<file path="config.mk">
export PLATFORM = sky130hd
export DESIGN_NAME = axi_mem_req_fifo
export DESIGN_NICKNAME = d
export VERILOG_FILES = /design/src/hw/axi_mem_pkg.sv /design/src/hw/axi_mem_req_fifo.sv
export VERILOG_INCLUDE_DIRS = /design/src /design/src/hw
export SDC_FILE = /design/constraint.sdc
export NUM_CORES = 1
export LEC_CHECK = 0
export ABC_AREA = 1
export BUFFER_PORTS_ARGS = -buffer_cell sky130_fd_sc_hd__buf_4
export CORE_UTILIZATION = 46
export DETAILED_ROUTE_END_ITERATION = 10
export GPL_TIMING_DRIVEN = 0
export PLACE_DENSITY_LB_ADDON = 0.12
export SLEW_MARGIN = 40
export SYNTH_ARGS = -nofsm -noshare
export SYNTH_HDL_FRONTEND = slang
export SYNTH_SLANG_ARGS = --single-unit
</file>
<file path="constraint.sdc">
create_clock -name ACLK -period 7.85 [get_ports ACLK]
set_input_delay 0.785 -clock ACLK [delete_from_list [all_inputs] [get_ports ACLK]]
set_output_delay 0.785 -clock ACLK [all_outputs]
set_load 0.05 [all_outputs]
</file>
<file path="src/hw/axi_mem_macros.svh">
`ifndef AXI_MEM_MACROS_SVH
`define AXI_MEM_MACROS_SVH

// ----------------------------------------------------------
// channel field widths
// ----------------------------------------------------------
`define AXI_MEM_ID_W      8   // channel id and id joined
`define AXI_MEM_ADDR_W    32
`define AXI_MEM_DATA_W    32
`define AXI_MEM_STRB_W    (`AXI_MEM_DATA_W/8)  // one strobe per byte lane
`define AXI_MEM_LEN_W     8   // AXI4 burst length
`define AXI_MEM_SIZE_W    3

// ----------------------------------------------------------
// storage geometry
// ----------------------------------------------------------
`define AXI_MEM_BYTES     1024
`define AXI_MEM_LANE_BITS 2   // byte offset inside a word
`define AXI_MEM_INDEX_W   8   // 256 words of 4 bytes

// request queue depth, as log2
`define AXI_MEM_QUEUE_LOG 4

`endif
</file>
<file path="src/hw/axi_mem_pkg.sv">
`include "axi_mem_macros.svh"

package axi_mem_pkg;

   // ----------------------------------------------------------
   // response codes, only OKAY leaves this slave
   // ----------------------------------------------------------
   typedef enum logic [1:0] {
      OKAY   = 2'b00,
      EXOKAY = 2'b01,
      SLVERR = 2'b10,
      DECERR = 2'b11
   } axi_resp_e;

   // ----------------------------------------------------------
   // channel payloads
   // ----------------------------------------------------------
   typedef struct packed {
      logic [`AXI_MEM_ID_W-1:0]   id;
      logic [`AXI_MEM_ADDR_W-1:0] addr;
      logic [`AXI_MEM_LEN_W-1:0]  len;   // beats minus one
      logic [`AXI_MEM_SIZE_W-1:0] size;  // log2 bytes per beat
   } axi_ax_t;  // shared by AW and AR

   typedef struct packed {
      logic [`AXI_MEM_DATA_W-1:0] data;
      logic [`AXI_MEM_STRB_W-1:0] strb;
      logic                       last;
   } axi_w_t;

   typedef struct packed {
      logic [`AXI_MEM_ID_W-1:0] id;
      axi_resp_e                resp;
   } axi_b_t;

   typedef struct packed {
      logic [`AXI_MEM_ID_W-1:0]   id;
      logic [`AXI_MEM_DATA_W-1:0] data;
      axi_resp_e                  resp;
      logic                       last;
   } axi_r_t;

   // engine states
   typedef enum logic [1:0] {WR_IDLE, WR_DATA, WR_RESP} wr_state_e;
   typedef enum logic [1:0] {RD_IDLE, RD_FETCH, RD_SEND} rd_state_e;

endpackage

</file>
<file path="src/hw/axi_mem_req_fifo.sv">
`timescale 1ns/1ps
`include "axi_mem_macros.svh"

// first-word fall-through queue for AW / AR requests
module axi_mem_req_fifo #(
   parameter int DEPTH_LOG = `AXI_MEM_QUEUE_LOG
) (
   input  logic                 ACLK,
   input  logic                 ARESETn,
   // push side, from the address channel
   input  logic                 push_valid,
   output logic                 push_ready,
   input  axi_mem_pkg::axi_ax_t push_data,
   // pop side, to an engine
   output logic                 pop_valid,
   input  logic                 pop_ready,
   output axi_mem_pkg::axi_ax_t pop_data
);

   localparam int DEPTH = 1 << DEPTH_LOG;

   axi_mem_pkg::axi_ax_t slot_q [DEPTH];  // request storage
   logic [DEPTH_LOG:0]   head_q;          // extra msb tells full from empty
   logic [DEPTH_LOG:0]   tail_q;
   logic                 full;
   logic                 empty;
   logic                 push;
   logic                 pop;

   assign empty = (head_q == tail_q);
   assign full  = (head_q[DEPTH_LOG] != tail_q[DEPTH_LOG]) &&
                  (head_q[DEPTH_LOG-1:0] == tail_q[DEPTH_LOG-1:0]);

   assign push_ready = !full;  // independent of push_valid
   assign pop_valid  = !empty;
   assign push = push_valid && push_ready;
   assign pop  = pop_ready && !empty;

   assign pop_data = slot_q[head_q[DEPTH_LOG-1:0]];  // fall-through read

   // ----------------------------------------------------------
   // pointers
   // ----------------------------------------------------------
   always_ff @(posedge ACLK or negedge ARESETn) begin
      if (!ARESETn) begin
         head_q <= '0;
         tail_q <= '0;
      end else begin
         if (push) tail_q <= tail_q + 1'b1;
         if (pop)  head_q <= head_q + 1'b1;
      end
   end

   always_ff @(posedge ACLK) begin
      if (push) slot_q[tail_q[DEPTH_LOG-1:0]] <= push_data;
   end

   // a request refused while full stays offered unchanged
   a_push_hold: assert property (@(posedge ACLK) disable iff (!ARESETn)
      (push_valid && full) |=> (push_valid && $stable(push_data)));

   // head entry must not move under a waiting engine
   a_head_stable: assert property (@(posedge ACLK) disable iff (!ARESETn)
      (pop_valid && !pop_ready) |=> (pop_valid && $stable(pop_data)));

endmodule

</file>
==> results.sh <==
export IMPL_grt_overflow=0
export IMPL_ir_drop_mv=0.274
export IMPL_path_common_cell="nand2_1"
export IMPL_async_flop_share_pct=1.21
export IMPL_dr_pass1_iters=5
export IMPL_worst_setup_path_type="flop to primary output"
export IMPL_vias=22000
export IMPL_setup_tns_ns=0
export IMPL_netlist_area_leader_share_pct=73.4
export IMPL_die_area_mm2=0.0736
export IMPL_cts_root_buffer_cell="clkbuf_16"
export IMPL_synthTopCellsByCount="816 x edfxtp_1, 717 x nand2_1, 583 x nor2_1"
export IMPL_synth_edff_count=816
export IMPL_postCtsSetupRepairBufs=0
export IMPL_crit_path_start_kind="flop"
export IMPL_start_util_pct=46.6
export IMPL_yosys_warnings=0
export IMPL_grt_max_degree=33
export IMPL_post_route_worst_setup_slack_ns=3.71
export IMPL_fillers=6085
export IMPL_crit_path_end_kind="primary output"
export IMPL_num_antenna_cells=0
export IMPL_clk_latency_ns=0.63
export IMPL_period_needed_ns=4.14
export IMPL_drtIter0Drc=1997
export IMPL_dieWidth_um=271
export IMPL_grt_pass1_wl_um=134000
export IMPL_postCtsHoldBufs=1
export IMPL_synth_top_family_by_area="simple AND/OR/NAND/NOR gates"
export IMPL_via_per_inst=5.29
export IMPL_antenna_found_initial=2
export IMPL_post_place_ws_ns=4.36
export IMPL_synth_compound_area_share_pct=5.35
export IMPL_hold_path_class="input pin to flop"
export IMPL_rsz0062_at_grt="no"
export IMPL_place_hpwl_um=61000
export IMPL_cp_required_ns=7.07
export IMPL_cts_buffers=86
export IMPL_worst_pin_slew_ns=0.817
export IMPL_yosys_cell_types_count=22
export IMPL_gr_usage_all_layers_pct=24.2
export IMPL_nets=3200
export IMPL_cts_repair_resized=0
export IMPL_finalHoldViolCount=0
export IMPL_synth_cells=2892
export IMPL_yosysTopAreaCell="edfxtp_1"
export IMPL_cts_htree_levels=3
export IMPL_io_buffer_count=107
export IMPL_post_route_period_util_pct=52.7
export IMPL_synth_adder_area_share_pct=0.187
export IMPL_synthSimpleGateAreaFrac_pct=17.2
export IMPL_fin_worst_skew_ns=0.0247
export IMPL_clockBufferDepth=3
export IMPL_ant_nets=0
export IMPL_critical_path_slowest_cell="dfrtp_1"
export IMPL_cts_sinks=826
export IMPL_slew_viol_final=0
export IMPL_syn_num_nets=2952
export IMPL_yosysMostFrequentCell="edfxtp_1"
export IMPL_grt_pass1_vias=21900
export IMPL_yosysSeqAreaShare_pct=74.2
export IMPL_relSlewSlack_pct=45.5
export IMPL_path_cells="buf_2 -> buf_2 -> buf_2 -> nand2_1 -> nand2_1 -> nand2_1 -> nand3_1 -> nand3_1 -> nand2_1 -> buf_4"
export IMPL_fp_dieH_um=271
export IMPL_routed_wl_um=88400
export IMPL_synthMuxAreaShare_pct=0
export IMPL_synthesis_area_mm2=0.0334
export IMPL_wl_per_cell_um=21.3
export IMPL_timing_critical_path_buf_inv=4
export IMPL_ys_seq_elements=826
export IMPL_crit_fanout=10
export IMPL_gp_congestion=0.795
export IMPL_synthToLayoutAreaGrowth_pct=17.9
export IMPL_leakage_nw=14.4
export IMPL_synthFlopType="edfxtp_1"
export IMPL_synthTopCellsByArea="edfxtp_1 73%, nand2_1 8.1%, nor2_1 6.6%"
export IMPL_clock_fmax_mhz=242
export IMPL_cts_clk_slew_worst_paths_ns=0.06
export IMPL_drc=0
export IMPL_synth_xor_area_share_pct=0.0787
export IMPL_drive_gt1_share_pct=11.4
export IMPL_drv_cap=0
export IMPL_cpPeakStageDelay_ns=0.62
export IMPL_syn_avg_cell_area_um2=11.5
export IMPL_whs_ns=0.445
export IMPL_power_density_mw_per_mm2=398
export IMPL_floorplan_rows=98
export IMPL_setup_viol=0
export IMPL_ios=108
export IMPL_core_area_mm2=0.0716
export IMPL_status="finished, final reports clean"
export IMPL_arrival_ns=3.35
export IMPL_cts_tree="done"
export IMPL_crit_family="buffers and inverters"
cells by family after synthesis:
logic type | count (synthesis)
compound gates | 357
flops | 826
fa+ha+maj | 5
buf+inv | 232
simple gates | 1469
xor+xnor | 3
worst min-delay path, stage by stage:
cell and delay, ns:
buf_4 0.12, nand3_1 0.07, nand2_1 0.06
routing by layer:
layer	share of wire, %	track usage (%)	vias up
met4	1.9	6.52	0
met1	44	34.1	10700
met2	47	39.4	724
li1	-	-	10400
met3	6.9	3.73	104
met5	0	0	-
final timing paths:
path	start	endpoint	slack, ns	depth (start not counted)
setup / recovery	head_q[0]	pop_data[42]	3.71	10
hold / removal	push_valid	tail_q[3]	0.44	3
setup reg to reg	head_q[0]	slot_q[6][7]	4.61	10
hold reg to reg	head_q[4]	head_q[4]	0.52	2
max in group asynchronous	ARESETn	tail_q[2]	7.15	2
min in group asynchronous	ARESETn	tail_q[3]	0.53	2
state kept, by name (all words and copies together), names as in the netlist:
register  flops
head_q        5
slot_q      816
tail_q        5
report_power, final:
part | switching [mW] | internal [mW]
sequential | 0.106 | 5.28
clock | 1.65 | 2.37
combinational | 4.52 | 1.71
placed cells by master, fill, tap and decap left out, types with 18 or more instances in the layout:
| master | netlist | routed |
|---|---|---|
| buf_4 | 15 | 122 |
| nand2_1 | 717 | 717 |
| o21ai_0 | 308 | 308 |
| buf_8 | 0 | 26 |
| buf_1 | 19 | 18 |
| o21ai_1 | 49 | 49 |
| buf_16 | 0 | 24 |
| clkbuf_1 | 78 | 100 |
| nor2_1 | 583 | 567 |
| inv_1 | 65 | 64 |
| edfxtp_1 | 816 | 816 |
| buf_2 | 48 | 49 |
| clkinv_1 | 1 | 19 |
| nand3_1 | 164 | 164 |
| clkbuf_16 | 0 | 89 |
per-stage QoR:
stage	cell area (um^2)	instances	utilization, %	power, mW
after detailed placement	36600	4001	51.1	11.8
after floorplan	33400	2892	-	9.41
after global routing	39300	4157	54.9	16.5
after CTS	39300	4157	54.9	15.8
after global placement	35400	3949	49.4	11.5
final	39300	4157	54.9	15.7
layout make-up:
type                            instances  area (um^2)  area share (%)
Sequential cell                       826        24800            62.9
Multi-Input combinational cell       1834         7730            19.6
Clock buffer                          118         2380            6.04
Timing Repair Buffer                  160         1900            4.82
Tap cell                              950         1190            3.02
Buffer                                163          756            1.92
Clock inverter                         37          378           0.961
Inverter                               69          262           0.665
Note: power is estimated with default switching activity, not from simulation.
