--- src/hw/axi_mem_macros.svh ---
`ifndef AXI_MEM_MACROS_SVH
`define AXI_MEM_MACROS_SVH

// ----------------------------------------------------------
// channel field widths
// ----------------------------------------------------------
`define AXI_MEM_ID_W      8   // channel id and id joined
`define AXI_MEM_ADDR_W    32
`define AXI_MEM_DATA_W    32
`define AXI_MEM_STRB_W    (`AXI_MEM_DATA_W/8)  // one strobe per byte lane
`define AXI_MEM_LEN_W     8   // AXI4 burst length
`define AXI_MEM_SIZE_W    3

// ----------------------------------------------------------
// storage geometry
// ----------------------------------------------------------
`define AXI_MEM_BYTES     1024
`define AXI_MEM_LANE_BITS 2   // byte offset inside a word
`define AXI_MEM_INDEX_W   8   // 256 words of 4 bytes

// request queue depth, as log2
`define AXI_MEM_QUEUE_LOG 4

`endif
--- src/hw/axi_mem_pkg.sv ---
`include "axi_mem_macros.svh"

package axi_mem_pkg;

   // ----------------------------------------------------------
   // response codes, only OKAY leaves this slave
   // ----------------------------------------------------------
   typedef enum logic [1:0] {
      OKAY   = 2'b00,
      EXOKAY = 2'b01,
      SLVERR = 2'b10,
      DECERR = 2'b11
   } axi_resp_e;

   // ----------------------------------------------------------
   // channel payloads
   // ----------------------------------------------------------
   typedef struct packed {
      logic [`AXI_MEM_ID_W-1:0]   id;
      logic [`AXI_MEM_ADDR_W-1:0] addr;
      logic [`AXI_MEM_LEN_W-1:0]  len;   // beats minus one
      logic [`AXI_MEM_SIZE_W-1:0] size;  // log2 bytes per beat
   } axi_ax_t;  // shared by AW and AR

   typedef struct packed {
      logic [`AXI_MEM_DATA_W-1:0] data;
      logic [`AXI_MEM_STRB_W-1:0] strb;
      logic                       last;
   } axi_w_t;

   typedef struct packed {
      logic [`AXI_MEM_ID_W-1:0] id;
      axi_resp_e                resp;
   } axi_b_t;

   typedef struct packed {
      logic [`AXI_MEM_ID_W-1:0]   id;
      logic [`AXI_MEM_DATA_W-1:0] data;
      axi_resp_e                  resp;
      logic                       last;
   } axi_r_t;

   // engine states
   typedef enum logic [1:0] {WR_IDLE, WR_DATA, WR_RESP} wr_state_e;
   typedef enum logic [1:0] {RD_IDLE, RD_FETCH, RD_SEND} rd_state_e;

endpackage

--- src/hw/axi_mem_write_engine.sv ---
`timescale 1ns/1ps
`include "axi_mem_macros.svh"

// write burst FSM: pop AW, take W beats into the array, answer on B
module axi_mem_write_engine (
   input  logic                          ACLK,
   input  logic                          ARESETn,
   // queued AW request
   input  logic                          req_valid,
   output logic                          req_ready,
   input  axi_mem_pkg::axi_ax_t          req,
   // W channel
   input  axi_mem_pkg::axi_w_t           w,
   input  logic                          w_valid,
   output logic                          w_ready,
   // B channel
   output axi_mem_pkg::axi_b_t           b,
   output logic                          b_valid,
   input  logic                          b_ready,
   // array write port
   output logic                          mem_wr_en,
   output logic [`AXI_MEM_INDEX_W-1:0]   mem_wr_index,
   output logic [`AXI_MEM_STRB_W-1:0]    mem_wr_strb,
   output logic [`AXI_MEM_DATA_W-1:0]    mem_wr_data
);

   axi_mem_pkg::wr_state_e     state_q;
   logic [`AXI_MEM_LEN_W-1:0]  beats_q;  // beats left after this one
   logic [`AXI_MEM_ID_W-1:0]   id_q;
   logic [`AXI_MEM_ADDR_W-1:0] addr_q;   // address of the current beat
   logic [`AXI_MEM_SIZE_W-1:0] size_q;
   logic [`AXI_MEM_ADDR_W-1:0] step;     // bytes per beat
   logic                       pop;
   logic                       beat;

   assign pop  = req_valid && req_ready;
   assign beat = w_valid && w_ready;
   assign step = {{(`AXI_MEM_ADDR_W-1){1'b0}}, 1'b1} << size_q;

   assign req_ready = (state_q == axi_mem_pkg::WR_IDLE);
   assign w_ready   = (state_q == axi_mem_pkg::WR_DATA);
   assign b_valid   = (state_q == axi_mem_pkg::WR_RESP);
   assign b         = '{id: id_q, resp: axi_mem_pkg::OKAY};

   // ----------------------------------------------------------
   // array write, same edge as the W transfer
   // ----------------------------------------------------------
   assign mem_wr_en    = beat;
   assign mem_wr_index = addr_q[`AXI_MEM_LANE_BITS +: `AXI_MEM_INDEX_W];  // upper bits wrap
   assign mem_wr_strb  = w.strb;  // master picks the lanes
   assign mem_wr_data  = w.data;

   // ----------------------------------------------------------
   // FSM and beat counter
   // ----------------------------------------------------------
   always_ff @(posedge ACLK or negedge ARESETn) begin
      if (!ARESETn) begin
         state_q <= axi_mem_pkg::WR_IDLE;
         beats_q <= '0;
      end else begin
         unique case (state_q)
            axi_mem_pkg::WR_IDLE: begin
               if (pop) begin
                  state_q <= axi_mem_pkg::WR_DATA;
                  beats_q <= req.len;
               end
            end
            axi_mem_pkg::WR_DATA: begin
               if (beat) begin
                  if (beats_q == '0) begin
                     state_q <= axi_mem_pkg::WR_RESP;  // last beat taken
                  end else begin
                     beats_q <= beats_q - 1'b1;
                  end
               end
            end
            axi_mem_pkg::WR_RESP: begin
               if (b_ready) state_q <= axi_mem_pkg::WR_IDLE;
            end
            default: state_q <= axi_mem_pkg::WR_IDLE;
         endcase
      end
   end

   // burst context
   always_ff @(posedge ACLK) begin
      if (pop) begin
         id_q   <= req.id;
         addr_q <= req.addr;
         size_q <= req.size;
      end else if (beat) begin
         addr_q <= addr_q + step;  // INCR only
      end
   end

   // WLAST from the master must match our own beat count
   a_wlast: assert property (@(posedge ACLK) disable iff (!ARESETn)
      beat |-> (w.last == (beats_q == '0)));

endmodule

--- config.mk ---
export PLATFORM = sky130hd
export DESIGN_NAME = axi_mem_write_engine
export DESIGN_NICKNAME = d
export VERILOG_FILES = /design/src/hw/axi_mem_pkg.sv /design/src/hw/axi_mem_write_engine.sv
export VERILOG_INCLUDE_DIRS = /design/src /design/src/hw
export SDC_FILE = /design/constraint.sdc
export NUM_CORES = 1
export LEC_CHECK = 0
export ABC_AREA = 1
export BUFFER_PORTS_ARGS = -buffer_cell sky130_fd_sc_hd__buf_2
export CORE_MARGIN = 2
export CORE_UTILIZATION = 42
export CTS_CLUSTER_SIZE = 28
export DETAILED_ROUTE_END_ITERATION = 6
export GPL_TIMING_DRIVEN = 1
export PLACE_DENSITY = 0.78
export SKIP_CTS_REPAIR_TIMING = 1
export SLEW_MARGIN = 20
export SYNTH_ARGS = -nofsm -noshare
export SYNTH_HDL_FRONTEND = slang
export SYNTH_SLANG_ARGS = --single-unit
export TNS_END_PERCENT = 50
--- constraint.sdc ---
create_clock -name ACLK -period 2.55 [get_ports ACLK]
set_clock_uncertainty 0.15 [all_clocks]
set_input_delay 0.51 -clock ACLK [delete_from_list [all_inputs] [get_ports ACLK]]
set_output_delay 0.51 -clock ACLK [all_outputs]
set_load 0.05 [all_outputs]
==> metrics.csv, run 1 <==
metric,value,unit
status,"complete, no violations",
Post-DRT Antenna Nets,0,
Yosys warning count,0,
routability congestion estimate,0.886,
synth-to-layout area growth,5.39,%
DR vias,1763,
number of distinct library cells after synthesis,35,
antenna diode count,0,
antenna violations before repair,0,
Net Switching,1.49,mW
number of max-capacitance violations reported,0,
fraction of the yosys area taken by sequential cells,38.7,%
proportion of layout cells with a drive suffix above 1,26.9,%
post-synthesis instance area,0.00227,mm2
number of global-route vias before repair,1698,
initial cell density of the core,44.0,%
first drt pass iteration count,4,
master of the slowest instance on the critical path,edfxtp_1,
Core Footprint,0.00517,mm2
clock root buffer master,clkbuf_8,
Critical Path Max Stage Delay,0.46,ns
horizontal die dimension,77.6,um
source of the critical timing path,size_q[1],
maximum level of the CTS H-tree,2,
relative contribution of sequential cells to total power,31.9,%
post-detailed-route wirelength per cell,12.0,um
final net count,397,
area share of the largest cell type after synthesis,27.7,%
power density over the cells,1250,mW/mm2
portion of the clock cycle consumed by the worst path in the final layout,91.7,%
clock network power share,12.3,%
final setup violation count,0,
CP Depth,12,
average vias per placed instance,4.84,
clock latency reported for the late side of the worst-skew pair,0.28,ns
total congestion overflow,0,
most frequent CP cell,nand2_1,
most frequent standard cell in the layout excluding fill and tap cells,nand2_1,
Crit path max-delay family,simple AND/OR/NAND/NOR gates,
Final Hold Viols,0,
Period minus WS final,2.34,ns
worst slack after detailed placement,0.188,ns
Vert. Die Dim,77.6,um
"commonest non-fill, non-tap cells in the layout","nand2_1 (66), buf_2 (53), inv_1 (26), edfxtp_1 (21), nor2_1 (16)",
path type of the worst min-delay path,input port to register,
Fill cells,501,
maximum number of pins on one net before global-route repair,20,
worst voltage drop across the vdd grid,532,uV
internal power,1.50,mW
residual DRC count,0,
Clock transition at path regs,0.06,ns
combinational share of power,55.8,%
maximum clock rate,428,MHz
most area-hungry cell type in the Yosys netlist,edfxtp_1,
path depth of the worst reg2reg path,12,
std cell rows,26,
worst flop-to-flop path startpoint,size_q[1],
number of port buffers,53,
average size of a mapped cell,8.27,um2
biggest area contributors in the synthesized netlist,"edfxtp_1 (28%), buf_4 (16%), dfrtp_1 (11%)",
total wirelength of the detailed-routed design,4360,um
wire length of the first global-routing pass,7350,um
CP max FO,5,
starting DRC count in detailed routing,135,
overall power of the completed layout,2.99,mW
crit path kind,register to register,
cells traversed along the worst timing path,"nor3_2, ha_2, inv_1, fa_1, inv_1, nand3_1, nand2_1, nand2_1, nand2_1, nand2_1, nand3_1, nand2_1",
Worst Max-Slew Pin Slew,0.612,ns
cts bufs inserted,5,
aggregate global-route resource usage,15.3,%
arrival time worst endpoint,2.23,ns
startpoint of the tightest hold check path,req[47],
number of ports placed on the die boundary,151,
worst-case headroom to the max-slew limit,59.1,%
switching share of power,49.9,%
maximum buffer depth of the clock tree,2,
TritonCTS clock tree,yes,
number of cells traversed by the worst hold path,1,
"Buf+Inv Stages, Crit Path",2,
post-synthesis register bit count,31,
crit start category,register,
Final HPWL DP,3350,um
Finished Core Util,46.3,%
minimum hold slack,0.246,ns
critical path endpoint category,register,
worst setup slack after layout,0.211,ns
required time worst endpoint,2.45,ns
Clock Sink Count,31,
final number of max-transition violations,0,
Gate Count Post-Synth,275,
static leakage power,1.17,nW
total die area,0.00602,mm2
==> power groups by stage <==
stage	clock network, mW	registers, mW	logic (mW)
after global placement	0	0.950	1.61
after CTS	0.379	0.954	1.67
after detailed placement	0	0.961	1.66
after floorplan	0	0.996	1.52
final	0.368	0.954	1.67
after global routing	0.401	0.981	1.86
==> kinds of logic after synthesis <==
group / Yosys count / share of synthesized area (%)
fa+ha+maj: 11 / 6.38
flops: 31 / 38.7
compound gates: 27 / 7.32
other cells: 1 / 0.165
buf+inv: 76 / 20.7
simple gates: 122 / 24.0
xor+xnor: 6 / 2.31
mux: 1 / 0.440
==> registers in the layout (all words and copies together), names as in the netlist <==
register  count
beats_q       8
addr_q       10
id_q          8
state_q       2
size_q        3
==> cell type report <==
class                      instances  area, um2  share of cell area [%]
clock buffer                       6       72.6                    3.03
multi-input combinational        169        935                    39.0
timing repair buffer              59        313                    13.0
clock inverter                     2       7.51                   0.313
inverter                          27        101                    4.23
sequential                        31        881                    36.7
tap                               70       87.6                    3.65
==> cell usage after synthesis <==
cell / n
o21ai_4: 1
nand2_4: 1
nor3_2: 1
o31ai_1: 1
o22ai_1: 1
o21ai_2: 2
o21a_1: 1
a21boi_0: 1
mux2i_1: 1
a21oi_1: 4
buf_2: 1
buf_4: 47
conb_1: 1
buf_6: 1
dfrtp_1: 10
xor2_1: 3
o21ai_1: 5
or2_2: 1
nand2_2: 2
nor3_1: 9
ha_1: 10
edfxtp_1: 21
nor2_1: 16
nand4_1: 5
nand3_1: 14
o32ai_1: 1
nor2_4: 1
xnor2_1: 3
inv_1: 26
nand3b_1: 2
o21ai_0: 10
inv_2: 1
nor2_2: 4
fa_1: 1
nand2_1: 66
==> worst reg2reg max path: stages (launching register included) <==
cell      delay, ns
edfxtp_1       0.46
nor3_2         0.21
ha_2           0.23
inv_1          0.06
fa_1           0.40
inv_1          0.10
nand3_1        0.08
nand2_1        0.12
nand2_1        0.08
nand2_1        0.07
nand2_1        0.04
nand3_1        0.07
nand2_1        0.05
==> final timing paths <==
kind / endpoint / slack [ns]
max in group asynchronous: beats_q[3] / 1.59
worst min register to register: beats_q[7] / 0.38
worst min-delay path: id_q[4] / 0.25
worst max-delay path: addr_q[8] / 0.21
min in group asynchronous: beats_q[1] / 0.46
worst max register to register: addr_q[8] / 0.21
==> layer usage <==
metal | vias to the layer above | wire, um | track usage (%)
met5 | - | 0 | 0
met4 | 0 | 78 | 6.43
met3 | 13 | 292 | 5.00
met2 | 73 | 2170 | 27.1
met1 | 793 | 1820 | 16.7
li1 | 884 | - | -
==> metrics by stage <==
step | TNS, ns | cell area (um2) | cells
finish | 0 | 2400 | 364
global route | -0.0176 | 2400 | 364
CTS | 0 | 2360 | 360
detailed placement | 0 | 2280 | 352
global placement | 0 | 2280 | 352
floorplan | 0 | 2280 | 276
Power figures use the tool's default switching activity.
==> run 2: changes to the inputs <==
Settings changed: ABC_AREA 1 to unset, CELL_PAD_IN_SITES_DETAIL_PLACEMENT set to 1, CELL_PAD_IN_SITES_GLOBAL_PLACEMENT set to 1, CORE_UTILIZATION 42 to 29, PLACE_DENSITY 0.78 to 0.79.
==> run 2 against run 1 <==
  * The flow now finishes with violations (setup timing)
  * Sequential power is 12% lower
  * Sequential share of layout area is 1.9 points lower
  * Worst hold slack better by 0.0034 ns
  * Critical path depth is 4 lower
  * Worst setup slack worse by 0.25 ns
  * Register-to-register slack worse by 0.25 ns
  * First-iteration DRC count is 69% lower
  * Synthesized area is 4.9% lower
  * Non-clock buffer count is 13 higher
==> metrics.csv, run 2 <==
metric,value,unit
status,"complete, but fails checks",
violated checks,setup timing,
crit start category,register,
average vias per placed instance,4.61,
worst slack after detailed placement,-0.0678,ns
number of ports placed on the die boundary,151,
Gate Count Post-Synth,224,
total congestion overflow,0,
fraction of the yosys area taken by sequential cells,40.7,%
biggest area contributors in the synthesized netlist,"edfxtp_1 (29%), buf_4 (16%), dfrtp_1 (12%)",
worst voltage drop across the vdd grid,361,uV
master of the slowest instance on the critical path,edfxtp_1,
std cell rows,31,
Final Hold Viols,0,
Post-DRT Antenna Nets,0,
post-placement cell count,339,
path depth of the worst reg2reg path,8,
Clock transition at path regs,0.08,ns
Clock Sink Count,31,
antenna violations before repair,0,
horizontal die dimension,90.4,um
worst setup slack after layout,-0.0377,ns
register name with the most flops,addr_q,
final net count,358,
post-detailed-route wirelength per cell,14.5,um
routability congestion estimate,0.868,
residual DRC count,0,
Layout Cell Area excl Fill,0.00253,mm2
starting DRC count in detailed routing,42,
antenna diode count,0,
Finished Core Util,34.8,%
total routed wire length on the met1 layer,2090,um
wire length of the first global-routing pass,8180,um
Critical Path Max Stage Delay,0.43,ns
critical path endpoint category,register,
most frequent cell after synthesis,buf_4,
number of port buffers,53,
Crit path max-delay family,compound AO/OA/AOI/OAI gates,
post-synthesis adder-cell area fraction,6.71,%
CP max FO,4,
overall power of the completed layout,2.27,mW
portion of the clock cycle consumed by the worst path in the final layout,101,%
final number of max-transition violations,0,
post-synthesis instance area,0.00216,mm2
maximum clock rate,386,MHz
required time worst endpoint,2.52,ns
post-synthesis register bit count,31,
maximum level of the CTS H-tree,2,
met3 wire len,293,um
total wirelength of the detailed-routed design,5130,um
total die area,0.00817,mm2
static leakage power,1.10,nW
Core Footprint,0.00725,mm2
combinational family with the most area after synthesis,buffers and inverters,
initial cell density of the core,29.8,%
average size of a mapped cell,9.66,um2
maximum number of pins on one net before global-route repair,17,
number of distinct library cells after synthesis,47,
TritonCTS clock tree,yes,
Period minus WS final,2.59,ns
Largest register FFs,10,
maximum buffer depth of the clock tree,2,
Final HPWL DP,3810,um
proportion of layout cells with a drive suffix above 1,39.6,%
first drt pass iteration count,4,
minimum hold slack,0.250,ns
compound-gate portion of the synthesized area,17.4,%
worst min-delay path endpoint,size_q[1],
worst flop-to-flop path startpoint,size_q[2],
topmost layer with routed signal wires,met4,
largest registers,"addr_q x10, beats_q x8, id_q x8",
most frequent CP cell,o21a_1,
dominant register cell in the synthesized netlist,edfxtp_1,
aggregate negative setup slack,-0.0454,ns
final setup violation count,2,
share of synthesized flip-flops with an asynchronous set or reset,32.3,%
crit path kind,register to register,
Yosys warning count,0,
path type of the worst min-delay path,input port to register,
worst reg2reg path endpoint,addr_q[6],
"Buf+Inv Stages, Crit Path",1,
met2 wirelength from detailed routing,2700,um
number of cells traversed by the worst hold path,1,
"commonest non-fill, non-tap cells in the layout","buf_2 (53), edfxtp_1 (21), nand2_1 (20), o21ai_0 (16), buf_4 (14)",
power density over the cells,899,mW/mm2
area share of the largest cell type after synthesis,29.1,%
unrepaired setup endpoints after global routing,yes,
most area-hungry cell type in the Yosys netlist,edfxtp_1,
Synth top cells by count,"buf_4 (47), edfxtp_1 (21), nand2_1 (20), o21ai_0 (17), a21oi_1 (15)",
arrival time worst endpoint,2.56,ns
clock latency reported for the late side of the worst-skew pair,0.29,ns
most frequent standard cell in the layout excluding fill and tap cells,buf_2,
cts bufs inserted,5,
Placed Instance Area,0.00228,mm2
DR vias,1631,
startpoint of the tightest hold check path,req[1],
number of enable flip-flop cells after synthesis,21,
clock root buffer master,clkbuf_8,
parity-gate share of the synthesized area counting xor and xnor cells,2.02,%
synth-to-layout area growth,16.8,%
cells traversed along the worst timing path,"buf_6, nor3b_4, ha_1, nor2b_2, o31a_1, o21a_1, o21a_1, o31ai_2",
number of non-filler instances in the completed layout,354,
Vert. Die Dim,90.4,um
number of max-capacitance violations reported,0,
aggregate global-route resource usage,12.4,%
mux cell area share after synthesis,0.521,%
Post-Synth Simple-Gate Area,13.8,%
register-to-register setup slack,-0.04,ns
number of global-route vias before repair,1713,
==> run 2: where the power goes <==
part           switching (mW)  leakage (nW)  internal, mW  total, mW
Clock                   0.195        0.0392         0.185      0.380
Combinational           0.648         0.746         0.403       1.05
Sequential              0.129         0.312         0.713      0.841
==> run 2: worst max path at each step <==
stage                end  slack [ns]  cells after the start  startpoint
2_1_floorplan  addr_q[8]        0.05                      5  state_q[0]
3_3_place_gp   addr_q[9]       0.009                      8   size_q[1]
3_5_place_dp   addr_q[6]       -0.07                      8   size_q[1]
4_1_cts        addr_q[6]       -0.10                      8   size_q[1]
5_1_grt        addr_q[6]       -0.13                      8   size_q[2]
6_report       addr_q[6]       -0.04                      8   size_q[2]
==> run 2: per-layer routing <==
metal  track usage (%)  up-vias
met5                 0        -
met2              21.3       51
met3              3.76        8
met4              5.26        0
met1              14.4      772
li1                  -      800
==> run 2: layout make-up <==
type / count / area, um2
fillers: 860 / 4730
clock buffers: 5 / 68.8
well taps: 99 / 124
multi-input cells: 134 / 976
repair buffers: 72 / 425
inverters: 10 / 37.5
flip-flops and latches: 31 / 881
clock inverters: 3 / 15.0
==> run 2: cell families after synthesis <==
family,Yosys count
AOI/OAI and AO/OA,59
xor gates and xnor gates,5
adders and majority gates,11
buffers and inverters,60
DFF,31
muxes,1
other,1
and+or+nand+nor,56
