`config.mk`:
```
export PLATFORM = sky130hd
export DESIGN_NAME = axi_mem_read_engine
export DESIGN_NICKNAME = d
export VERILOG_FILES = /design/src/hw/axi_mem_pkg.sv /design/src/hw/axi_mem_read_engine.sv
export VERILOG_INCLUDE_DIRS = /design/src /design/src/hw
export SDC_FILE = /design/constraint.sdc
export NUM_CORES = 1
export LEC_CHECK = 0
export BUFFER_PORTS_ARGS = -buffer_cell sky130_fd_sc_hd__buf_2
export CAP_MARGIN = 0
export CORE_MARGIN = 1
export CORE_UTILIZATION = 38
export CTS_CLUSTER_SIZE = 40
export DETAILED_ROUTE_END_ITERATION = 12
export PLACE_DENSITY = 0.77
export SYNTH_ARGS = -nofsm -noshare
export SYNTH_HDL_FRONTEND = slang
export SYNTH_SLANG_ARGS = --single-unit
export TNS_END_PERCENT = 20
```
`constraint.sdc`:
```
create_clock -name ACLK -period 2.15 [get_ports ACLK]
set_input_delay 0.1075 -clock ACLK [delete_from_list [all_inputs] [get_ports ACLK]]
set_output_delay 0.1075 -clock ACLK [all_outputs]
set_load 0.02 [all_outputs]
```
`src/hw/axi_mem_macros.svh`:
```
`ifndef AXI_MEM_MACROS_SVH
`define AXI_MEM_MACROS_SVH

// ----------------------------------------------------------
// channel field widths
// ----------------------------------------------------------
`define AXI_MEM_ID_W      8   // channel id and id joined
`define AXI_MEM_ADDR_W    32
`define AXI_MEM_DATA_W    32
`define AXI_MEM_STRB_W    (`AXI_MEM_DATA_W/8)  // one strobe per byte lane
`define AXI_MEM_LEN_W     8   // AXI4 burst length
`define AXI_MEM_SIZE_W    3

// ----------------------------------------------------------
// storage geometry
// ----------------------------------------------------------
`define AXI_MEM_BYTES     1024
`define AXI_MEM_LANE_BITS 2   // byte offset inside a word
`define AXI_MEM_INDEX_W   8   // 256 words of 4 bytes

// request queue depth, as log2
`define AXI_MEM_QUEUE_LOG 4

`endif
```
`src/hw/axi_mem_pkg.sv`:
```
`include "axi_mem_macros.svh"

package axi_mem_pkg;

   // ----------------------------------------------------------
   // response codes, only OKAY leaves this slave
   // ----------------------------------------------------------
   typedef enum logic [1:0] {
      OKAY   = 2'b00,
      EXOKAY = 2'b01,
      SLVERR = 2'b10,
      DECERR = 2'b11
   } axi_resp_e;

   // ----------------------------------------------------------
   // channel payloads
   // ----------------------------------------------------------
   typedef struct packed {
      logic [`AXI_MEM_ID_W-1:0]   id;
      logic [`AXI_MEM_ADDR_W-1:0] addr;
      logic [`AXI_MEM_LEN_W-1:0]  len;   // beats minus one
      logic [`AXI_MEM_SIZE_W-1:0] size;  // log2 bytes per beat
   } axi_ax_t;  // shared by AW and AR

   typedef struct packed {
      logic [`AXI_MEM_DATA_W-1:0] data;
      logic [`AXI_MEM_STRB_W-1:0] strb;
      logic                       last;
   } axi_w_t;

   typedef struct packed {
      logic [`AXI_MEM_ID_W-1:0] id;
      axi_resp_e                resp;
   } axi_b_t;

   typedef struct packed {
      logic [`AXI_MEM_ID_W-1:0]   id;
      logic [`AXI_MEM_DATA_W-1:0] data;
      axi_resp_e                  resp;
      logic                       last;
   } axi_r_t;

   // engine states
   typedef enum logic [1:0] {WR_IDLE, WR_DATA, WR_RESP} wr_state_e;
   typedef enum logic [1:0] {RD_IDLE, RD_FETCH, RD_SEND} rd_state_e;

endpackage

```
`src/hw/axi_mem_read_engine.sv`:
```
`timescale 1ns/1ps
`include "axi_mem_macros.svh"

// read burst FSM: pop AR, fetch one word per beat, send on R
module axi_mem_read_engine (
   input  logic                          ACLK,
   input  logic                          ARESETn,
   // queued AR request
   input  logic                          req_valid,
   output logic                          req_ready,
   input  axi_mem_pkg::axi_ax_t          req,
   // R channel
   output axi_mem_pkg::axi_r_t           r,
   output logic                          r_valid,
   input  logic                          r_ready,
   // array read port
   output logic                          mem_rd_en,
   output logic [`AXI_MEM_INDEX_W-1:0]   mem_rd_index,
   input  logic [`AXI_MEM_DATA_W-1:0]    mem_rd_data
);

   axi_mem_pkg::rd_state_e     state_q;
   logic [`AXI_MEM_LEN_W-1:0]  beats_q;  // beats left after this one
   logic [`AXI_MEM_ID_W-1:0]   id_q;
   logic [`AXI_MEM_ADDR_W-1:0] addr_q;
   logic [`AXI_MEM_SIZE_W-1:0] size_q;
   logic [`AXI_MEM_ADDR_W-1:0] step;
   logic                       pop;
   logic                       beat;

   assign pop  = req_valid && req_ready;
   assign beat = r_valid && r_ready;
   assign step = {{(`AXI_MEM_ADDR_W-1){1'b0}}, 1'b1} << size_q;

   assign req_ready = (state_q == axi_mem_pkg::RD_IDLE);
   assign r_valid   = (state_q == axi_mem_pkg::RD_SEND);

   // fetch one word, it lands in the array output register
   assign mem_rd_en    = (state_q == axi_mem_pkg::RD_FETCH);
   assign mem_rd_index = addr_q[`AXI_MEM_LANE_BITS +: `AXI_MEM_INDEX_W];

   // beat is built from registers only, so it holds under back-pressure
   assign r = '{id:   id_q,
                data: mem_rd_data,
                resp: axi_mem_pkg::OKAY,
                last: (beats_q == '0)};

   // ----------------------------------------------------------
   // FSM and beat counter
   // ----------------------------------------------------------
   always_ff @(posedge ACLK or negedge ARESETn) begin
      if (!ARESETn) begin
         state_q <= axi_mem_pkg::RD_IDLE;
         beats_q <= '0;
      end else begin
         unique case (state_q)
            axi_mem_pkg::RD_IDLE: begin
               if (pop) begin
                  state_q <= axi_mem_pkg::RD_FETCH;
                  beats_q <= req.len;
               end
            end
            axi_mem_pkg::RD_FETCH: state_q <= axi_mem_pkg::RD_SEND;
            axi_mem_pkg::RD_SEND: begin
               if (beat) begin
                  if (beats_q == '0) begin
                     state_q <= axi_mem_pkg::RD_IDLE;  // burst done
                  end else begin
                     state_q <= axi_mem_pkg::RD_FETCH;
                     beats_q <= beats_q - 1'b1;
                  end
               end
            end
            default: state_q <= axi_mem_pkg::RD_IDLE;
         endcase
      end
   end

   // burst context
   always_ff @(posedge ACLK) begin
      if (pop) begin
         id_q   <= req.id;
         addr_q <= req.addr;
         size_q <= req.size;
      end else if (beat) begin
         addr_q <= addr_q + step;
      end
   end

   a_r_stable: assert property (@(posedge ACLK) disable iff (!ARESETn)
      (r_valid && !r_ready) |=> (r_valid && $stable(r)));

endmodule

```
==> impl_metrics.csv, run 1 <==
group,metric,value,unit
outcome,status,"complete, but fails checks",
outcome,violations,"setup timing",
grt,antenna_found_initial,0,
clock_tree,cts_tree,"built",
critical_path,cp_data_required_time,2190,ps
clock_tree,clock-sinks,31,
yosys,yosysWarnings,0,
timing,period_share,1.049,
grt,grt_overflow,0,
yosys,async_reset_ff_frac,0.3226,
yosys,synthCells,214,
place,io_buffers,52,
route,first_pass_iters,4,
timing,fin_ws,-105.5,ps
place,post-dp-hpwl,3.075,mm
clock_tree,insertion_delay,280,ps
grt,grt_max_degree,19,
layout,layoutNonFillerInstCount,324,
route,drc,0,
timing,slew_violations,0,
layout,final_cell_mix,"52 x buf_2, 21 x edfxtp_1, 16 x o21ai_0",
critical_path,critPathCaptureType,"register",
yosys,synth_top_area_cell,"edfxtp_1",
yosys,synth_top_area_share,0.2984,
yosys,yosysUniqueCellTypes,45,
run,cap_violations,0,
clock_tree,clk_pin_slew,70,ps
route,drtIter0Drc,54,
yosys,synth_edf_count,21,
die,initial_core_util,0.4035,
timing,fmax,443.4,MHz
timing,min_period,2256,ps
die,die_w,76.58,microns
power_and_ir_drop,p_per_area,1253,mW/mm^2
critical_path,arrival,2290,ps
timing,setup_viol,3,
clock_tree,cts_max_level,2,
grt,grt_pass1_vias,1576,
critical_path,reg2reg_depth,9,
route,postRouteAntennaNets,0,
critical_path,criticalPathCategory,"register to register",
timing,whs,8.353,ps
critical_path,cp_slowest_cell,"edfxtp_1",
yosys,yosysSeqAreaShare,0.4168,
critical_path,slowest_delay,460,ps
power_and_ir_drop,p_leak,1.135,nW
route,routedWlPerCell,12.97,microns
layout,drive_above_1_share,0.3543,
grt,grt_pass1_wl,7.017,mm
die,io_pins,141,
place,gp_congestion,0.8516,
yosys,ys_ff_latch,31,
place,dpl.cell_count,304,
critical_path,crit_top_cell,"o211ai_1",
power_and_ir_drop,peakVddDrop,0.6743,mV
die,rows,26,
critical_path,start_kind,"register",
hold_path,hold_class,"input pin to register",
clock_tree,clockRootBuffer,"clkbuf_8",
layout,num_antenna_cells,0,
critical_path,worst-path-max-fanout,5,
layout,syn_to_final_growth,17.11,%
layout,final_common_cell,"buf_2",
layout,fill_cells,494,
route,vias_per_cell,4.960,
timing,clock_skew,9.118,ps
yosys,synthFlopType,"edfxtp_1",
clock_tree,ctsLongestPathBuffers,2,
route,vias,1607,
die,core_area,0.005238,sq mm
die,die_h,76.58,microns
hold_path,whs_path_depth,1,
critical_path,path_cells,"buf_4 -> nand2_1 -> nor2_1 -> ha_1 -> o211ai_1 -> o211ai_1 -> a31oi_1 -> o21a_1 -> o31a_1",
yosys,syn_avg_cell_area,9.875,sq um
yosys,netlist_area,0.002113,sq mm
clock_tree,cts_buffers,5,
yosys,synth.area.top_cells,"edfxtp_1 30%, buf_4 15%, dfrtp_1 12%",
grt,grt_usage,0.1498,
timing,hold_viol,0,
layout,nets,351,
timing,rsz0062_at_grt,"yes",
die,die_area,0.005864,sq mm
power_and_ir_drop,power,0.003102,W
route,routed_wl,4.202,mm
[per-stage QoR]
stage | cell area, sq um | worst slack, ps | setup TNS, ps | utilization
after detailed placement | 2226 | -63.69 | -164.1 | 0.4250
final | 2475 | -105.5 | -270.8 | 0.4725
after CTS | 2449 | -76.69 | -224.9 | 0.4675
after global placement | 2226 | -25.59 | -47.41 | 0.4250
after floorplan | 2120 | 58.42 | 0 | -
after global routing | 2475 | -224.7 | -712.9 | 0.4725
[synthesized netlist by cell type (2+ instances only)]
cell      count
nor2_1       13
and3b_1       2
a21o_1        2
edfxtp_1     21
buf_2         4
and2_1        2
inv_2         2
a31oi_1       2
ha_1         10
inv_1         9
xnor2_1       2
a22oi_1       3
nand2_1      13
o21ai_1       2
a21oi_1      11
o31a_1        3
and3_1        3
o21a_1        4
nor3b_1       2
buf_4        42
dfrtp_1      10
nor3_1        6
o211ai_1      2
xor2_1        3
o21ai_0      17
nand2b_1      2
a211oi_1      3
o21ai_2       2
[registers in the layout, indices dropped and copies added, names as in the netlist]
register  flops
addr_q       10
beats_q       8
id_q          8
size_q        3
state_q       2
[power breakdown]
part           leakage [nW]  switching, W  internal (W)  total (W)
sequential            0.318      0.000152      0.000919    0.00107
clock                0.0612      0.000224      0.000375   0.000599
combinational         0.756      0.000819      0.000612    0.00143
total                  1.14       0.00119       0.00191    0.00310
[layer usage]
| layer | routed length (microns) | global-route usage |
|---|---|---|
| met5 | 0 | 0 |
| met4 | 61 | 0.05577 |
| met3 | 307 | 0.04790 |
| met2 | 2089 | 0.2550 |
| met1 | 1744 | 0.1753 |
[critical path, delay by kind of cell (launching register included)]
kind	cells	cell delay (ps)
compound gates	5	920
buf+inv	1	190
flops	1	460
simple gates	2	100
fa+ha+maj	1	340
[cell families (layout without fill, tap and decap cells)]
kind of cell / after synthesis / count (layout) / synth area share
adder cells (fa/ha/maj): 11 / 11 / 0.06868
buffers and inverters: 58 / 97 / 0.1835
XOR/XNOR: 5 / 5 / 0.02073
multiplexers: 2 / 2 / 0.01006
AO/OA/AOI/OAI: 56 / 56 / 0.1729
AND/OR/NAND/NOR: 50 / 50 / 0.1255
other: 1 / 2 / 0.001774
flip-flops: 31 / 31 / 0.4168
[layout make-up]
class | count | area (sq um) | area share
inverter | 11 | 41.29 | 0.01668
sequential | 31 | 880.8 | 0.3559
tap | 70 | 87.58 | 0.03539
multi-input combinational | 126 | 864.6 | 0.3493
timing repair buffer | 78 | 483.0 | 0.1951
clock buffer | 6 | 82.58 | 0.03337
clock inverter | 2 | 35.03 | 0.01416
[worst paths after layout]
| path | startpoint | end | slack (ps) |
|---|---|---|---|
| max in group asynchronous | ARESETn | beats_q[4]$_DFFE_PN0P_ | 1730 |
| setup reg to reg | size_q[0]$_DFFE_PP_ | addr_q[9]$_DFFE_PP_ | -110 |
| min in group asynchronous | ARESETn | beats_q[5]$_DFFE_PN0P_ | 220 |
| hold / removal | req[1] | size_q[1]$_DFFE_PP_ | 8 |
| setup / recovery | size_q[0]$_DFFE_PP_ | addr_q[9]$_DFFE_PP_ | -110 |
| hold reg to reg | beats_q[6]$_DFFE_PN0P_ | beats_q[6]$_DFFE_PN0P_ | 530 |
[what timing repair did]
action,in CTS,in global routing
endpoints found under the hold margin,19,1
gates resized for setup,1,3
hold buffers,10,1
setup buffers,0,1
pin swaps,1,3
endpoints found under the setup margin,4,6
Note: power is estimated with default switching activity, not from simulation.
==> run 2: changes to the inputs <==
CTS_CLUSTER_DIAMETER = 100   (was not set)
CTS_CLUSTER_SIZE = 12   (was 40)
PLACE_DENSITY = 0.86   (was 0.77)
==> run 2 against run 1 <==
Compared with the run above: the flow still finishes with violations (setup timing); design area up 0.96%; critical path depth unchanged; register-to-register slack better by 40 ps; die area unchanged.
==> impl_metrics.csv, run 2 (same netlist as run 1, synthesis figures left out) <==
group,metric,value,unit
clock_tree,cts_buffers,5,
hold_path,hold_class,"input pin to register",
power_and_ir_drop,power.switching,0.001184,W
run,cap_violations,0,
die,core_area,0.005238,sq mm
power_and_ir_drop,peakVddDrop,0.6242,mV
route,vias_per_cell,4.914,
place,preCtsSetupSlack,-59.08,ps
place,placed_area,0.002233,sq mm
power_and_ir_drop,p_leak,1.143,nW
critical_path,arrival,2250,ps
route,drtIter0Drc,58,
layout,nets,352,
timing,slew_violations,0,
power_and_ir_drop,p_int,0.001877,W
die,initial_core_util,0.4035,
timing,setup_viol,3,
die,die_area,0.005864,sq mm
place,post-dp-hpwl,2.980,mm
grt,grt_overflow,0,
critical_path,criticalPathCategory,"register to register",
clock_tree,cts_max_level,2,
critical_path,critPathCaptureType,"register",
critical_path,slowest_delay,460,ps
layout,top_register,"addr_q",
critical_path,crit_end,"addr_q[6]$_DFFE_PP_",
clock_tree,clockRootBuffer,"clkbuf_8",
critical_path,crit_top_cell,"o21a_1",
layout,register_area,880.8,sq um
clock_tree,cts_tree,"built",
timing,min_period,2212,ps
critical_path,path_cells,"nor3_2 -> ha_1 -> inv_1 -> fa_2 -> nor2b_4 -> o31a_1 -> o21a_1 -> o21a_1 -> o31ai_2",
critical_path,worstSetupStartpoint,"size_q[0]$_DFFE_PP_",
power_and_ir_drop,power,0.003062,W
critical_path,worst-path-max-fanout,5,
route,first_pass_iters,6,
grt,antenna_found_initial,0,
layout,largest_register_ff_count,10,
critical_path,crit_cells,9,
power_and_ir_drop,p_seq_frac,0.349,
timing,fin_ws,-61.53,ps
power_and_ir_drop,p_clk_frac,0.184,
route,routed_wl,3.968,mm
route,drc,0,
layout,fill_cells,490,
route,postRouteAntennaNets,0,
clock_tree,clock-sinks,31,
clock_tree,insertion_delay,290,ps
outcome,status,"complete, but fails checks",
grt,grt_pass1_vias,1580,
clock_tree,clk_pin_slew,70,ps
layout,design_area,0.002499,sq mm
layout,num_antenna_cells,0,
die,io_pins,141,
critical_path,crit_family,"compound AO/OA/AOI/OAI gates",
layout,drive_above_1_share,0.3529,
route,vias,1597,
critical_path,r2r_slack,-60,ps
grt,grt_max_degree,20,
grt,grt_pass1_wl,6.727,mm
timing,clock_skew,10.91,ps
grt,grt_usage,0.1463,
power_and_ir_drop,swShare,0.3868,
critical_path,cp_data_required_time,2190,ps
die,die_h,76.58,microns
critical_path,cp_slowest_cell,"edfxtp_1",
layout,final_common_cell,"buf_2",
die,rows,26,
timing,period_share,1.029,
power_and_ir_drop,p_comb_frac,0.468,
layout,layoutNonFillerInstCount,325,
clock_tree,ctsLongestPathBuffers,2,
critical_path,reg2reg_depth,9,
route,routedWlPerCell,12.21,microns
critical_path,timing.rr.start,"size_q[0]$_DFFE_PP_",
layout,multi_input_area,888.4,sq um
power_and_ir_drop,p_per_area,1225,mW/mm^2
layout,final_cell_mix,"52 x buf_2, 21 x edfxtp_1, 17 x o21ai_0",
timing,hold_viol,0,
die,die_w,76.58,microns
outcome,violations,"setup timing",
critical_path,start_kind,"register",
place,dpl.cell_count,305,
critical_path,r2r_end,"addr_q[6]$_DFFE_PP_",
timing,rsz0062_at_grt,"yes",
layout,reg.largest.list,"addr_q x10, beats_q x8, id_q x8",
timing,fmax,452.2,MHz
critical_path,path_buf_inv,1,
layout,syn_to_final_growth,18.24,%
place,gp_congestion,0.8860,
place,io_buffers,52,
## run 2: cell count changes in the layout (fill, tap and decap cells not counted), sizes merged
cell / delta
clkbuf: -1
clkinv: +1
dlygate4sd3: +1
## run 2: worst min path at each step
stage | startpoint | cells after the start | to
CTS | req[43] | 1 | id_q[0]$_DFFE_PP_
global route | r_ready | 2 | state_q[1]$_DFFE_PN0P_
finish | r_ready | 2 | state_q[1]$_DFFE_PN0P_
floorplan | ARESETn | 0 | beats_q[0]$_DFFE_PN0P_
detailed placement | ARESETn | 1 | beats_q[1]$_DFFE_PN0P_
global placement | ARESETn | 1 | beats_q[1]$_DFFE_PN0P_
## run 2: cell type report
cell class	instances	share of cell area
clock inverter	3	0.01552
sequential	31	0.3525
clock buffer	5	0.02754
multi-input combinational	126	0.3555
tap	70	0.03505
inverter	11	0.01652
timing repair buffer	79	0.1973
## run 2: per-layer routing
layer / up-vias / global-route usage / part of all wire
li1: 794 / - / -
met1: 737 / 0.1543 / 0.41
met2: 55 / 0.2622 / 0.51
met3: 11 / 0.04311 / 0.064
met4: 0 / 0.07500 / 0.015
met5: - / 0 / 0
## run 2: repair_timing
action | 4_1_cts | 5_1_grt
resized for setup | 3 | 3
pin swaps | 2 | 3
hold buffers | 11 | 1
setup buffers | 0 | 0
hold endpoints to repair | 20 | 1
endpoints found under the setup margin | 4 | 6
## run 2: per-stage QoR
step	setup TNS [ps]	utilization	hold slack (ps)
after floorplan	0	-	-188.1
after global placement	-10.62	0.4264	-19.00
after detailed placement	-141.2	0.4264	-12.11
after CTS	-142.0	0.4706	0.9012
after global routing	-764.6	0.4771	9.234
final	-152.9	0.4771	23.72
## run 2: power groups by stage
stage / clock (W) / sequential [W] / combinational [W]
finish: 0.000563 / 0.00107 / 0.00143
global route: 0.000604 / 0.00110 / 0.00160
CTS: 0.000580 / 0.00107 / 0.00142
detailed placement: 0 / 0.00107 / 0.00139
global placement: 0 / 0.00107 / 0.00134
floorplan: 0 / 0.00108 / 0.00114
==> run 3: changes to the inputs <==
CORE_MARGIN = 3   (was 1)
HOLD_SLACK_MARGIN = 0.06   (was not set)
==> run 3 against run 2 <==
Compared with the run above: the flow still finishes with violations (setup timing); total power decreased by 1.2%; worst setup slack got worse by 36 ps; combinational power increased by 3%; worst hold slack improved by 78 ps; cell count increased by 1.2%; core utilization increased by 0.60 points; routed wire length increased by 11%; sequential share of layout area decreased by 0.44 points; critical path depth unchanged; first-iteration DRC count decreased by 12%; flip-flop and latch count unchanged; non-clock buffer count increased by 4.
==> impl_metrics.csv, run 3 (same netlist as run 1, synthesis figures left out) <==
group,metric,value,unit
layout,nets,356,
critical_path,slowest_delay,460,ps
timing,slew_violations,0,
route,vias,1635,
timing,min_period,2247,ps
die,die_area,0.006492,sq mm
hold_path,hold_class,"input pin to register",
layout,syn_to_final_growth,19.72,%
critical_path,worstSetupStartpoint,"size_q[2]$_DFFE_PP_",
layout,reg.largest.list,"addr_q x10, beats_q x8, id_q x8",
critical_path,worst-path-max-fanout,4,
timing,period_share,1.045,
timing,hold_viol,0,
critical_path,crit_family,"compound AO/OA/AOI/OAI gates",
timing,fin_tns_setup,-307.1,ps
die,core_area,0.005238,sq mm
layout,top_register,"addr_q",
clock_tree,cts_buffers,5,
critical_path,start_kind,"register",
place,io_buffers,52,
power_and_ir_drop,p_leak,1.148,nW
die,die_w,80.58,microns
clock_tree,cts_tree,"built",
clock_tree,clock-sinks,31,
grt,grt_pass1_vias,1584,
clock_tree,ctsLongestPathBuffers,2,
timing,fmax,445.0,MHz
place,gp_congestion,0.8679,
die,rows,26,
critical_path,cp_data_required_time,2180,ps
critical_path,r2r_end,"addr_q[9]$_DFFE_PP_",
layout,num_antenna_cells,0,
clock_tree,insertion_delay,280,ps
die,io_pins,141,
clock_tree,cts_max_level,2,
layout,drive_above_1_share,0.3822,
grt,grt_max_degree,26,
critical_path,timing.rr.start,"size_q[2]$_DFFE_PP_",
grt,antenna_found_initial,0,
place,post-dp-hpwl,3.153,mm
critical_path,arrival,2280,ps
route,drc,0,
hold_path,hold_path.startpoint,"req[18]",
run,cap_violations,0,
place,preCtsSetupSlack,-85.39,ps
grt,grt_overflow,0,
grt,grt_pass1_wl,6.768,mm
die,die_h,80.58,microns
critical_path,path_cells,"buf_6 -> buf_4 -> and3b_1 -> ha_2 -> a21oi_4 -> o211ai_1 -> a31oi_1 -> nor3_1 -> o31a_1",
layout,final_common_cell,"buf_2",
layout,final_cell_mix,"52 x buf_2, 21 x edfxtp_1, 17 x buf_4",
die,initial_core_util,0.4035,
critical_path,crit_cells,9,
critical_path,critPathCaptureType,"register",
power_and_ir_drop,peakVddDrop,0.6034,mV
timing,setup_viol,4,
outcome,violations,"setup timing",
critical_path,reg2reg_depth,9,
route,vias_per_cell,4.970,
critical_path,criticalPathCategory,"register to register",
grt,met2_usage,0.2450,
critical_path,path_buf_inv,2,
critical_path,crit_end,"addr_q[9]$_DFFE_PP_",
outcome,status,"complete, but fails checks",
critical_path,r2r_slack,-100,ps
critical_path,cp_slowest_cell,"edfxtp_1",
grt,use_met3,0.04821,
grt,busiest_layer,"met2",
route,routedWlPerCell,13.38,microns
layout,largest_register_ff_count,10,
route,drtIter0Drc,51,
route,postRouteAntennaNets,0,
route,routed_wl,4.402,mm
power_and_ir_drop,p_per_area,1196,mW/mm^2
route,first_pass_iters,4,
timing,clock_skew,8.952,ps
grt,use_met1,0.1445,
timing,fin_ws,-97.24,ps
timing,rsz0062_at_grt,"yes",
clock_tree,clk_pin_slew,70,ps
clock_tree,clockRootBuffer,"clkbuf_8",
grt,grt_usage,0.1339,
run 3: changes by cell type in the layout (fill, tap and decap cells not counted), sizes merged:
cell,delta
clkbuf,+2
dlygate4sd3,+1
bufinv,-1
clkinv,-1
buf,+3
run 3: worst min path at each step:
stage | endpoint | slack, ps | cells past startpoint
floorplan | beats_q[0]$_DFFE_PN0P_ | -190 | 0
global placement | beats_q[3]$_DFFE_PN0P_ | -20 | 1
detailed placement | beats_q[3]$_DFFE_PN0P_ | -20 | 1
CTS | addr_q[5]$_DFFE_PP_ | 90 | 3
global route | addr_q[4]$_DFFE_PP_ | 100 | 2
finish | addr_q[7]$_DFFE_PP_ | 100 | 3
run 3: layout make-up:
cell class,instances,area (sq um)
fillers,512,2708
multi-input cells,126,899.6
flip-flops and latches,31,880.8
repair buffers,83,529.3
well taps,70,87.58
clock buffers,7,86.33
inverters,11,41.29
clock inverters,1,5.005
run 3: per-stage QoR:
step	utilization	power, W	instance area [sq um]	hold slack (ps)	std cells
3_5_place_dp	0.4264	0.002476	2233	-16.73	305
6_report	0.4830	0.003026	2530	101.7	329
4_1_cts	0.4723	0.003001	2474	91.58	326
3_3_place_gp	0.4264	0.002406	2233	-20.60	305
2_1_floorplan	-	0.002218	2120	-188.1	215
5_1_grt	0.4830	0.003268	2530	101.2	329
run 3: power by group:
group / leakage, nW / switching [W] / total [W] / internal (W)
sequential: 0.318 / 0.000151 / 0.00107 / 0.000920
clock: 0.0482 / 0.000220 / 0.000478 / 0.000258
combinational: 0.781 / 0.000834 / 0.00148 / 0.000643
run 3: worst min-delay path, delay by kind of cell:
kind | cells | cell delay (ps)
AO/OA/AOI/OAI | 1 | 50
buffers and inverters | 1 | 70
AND/OR/NAND/NOR | 1 | 40
run 3: repair_timing:
item / in CTS / in global routing
hold buffers: 13 / 0
resized for setup: 4 / 9
endpoints found under the hold margin: 22 / 0
pin swaps: 3 / 11
endpoints found under the setup margin: 4 / 6
setup buffers: 0 / 3
run 3: layer usage:
metal / wire length [microns] / vias up
li1: - / 800
met1: 1682 / 765
met2: 2390 / 60
met3: 290 / 10
met4: 38 / 0
met5: 0 / -
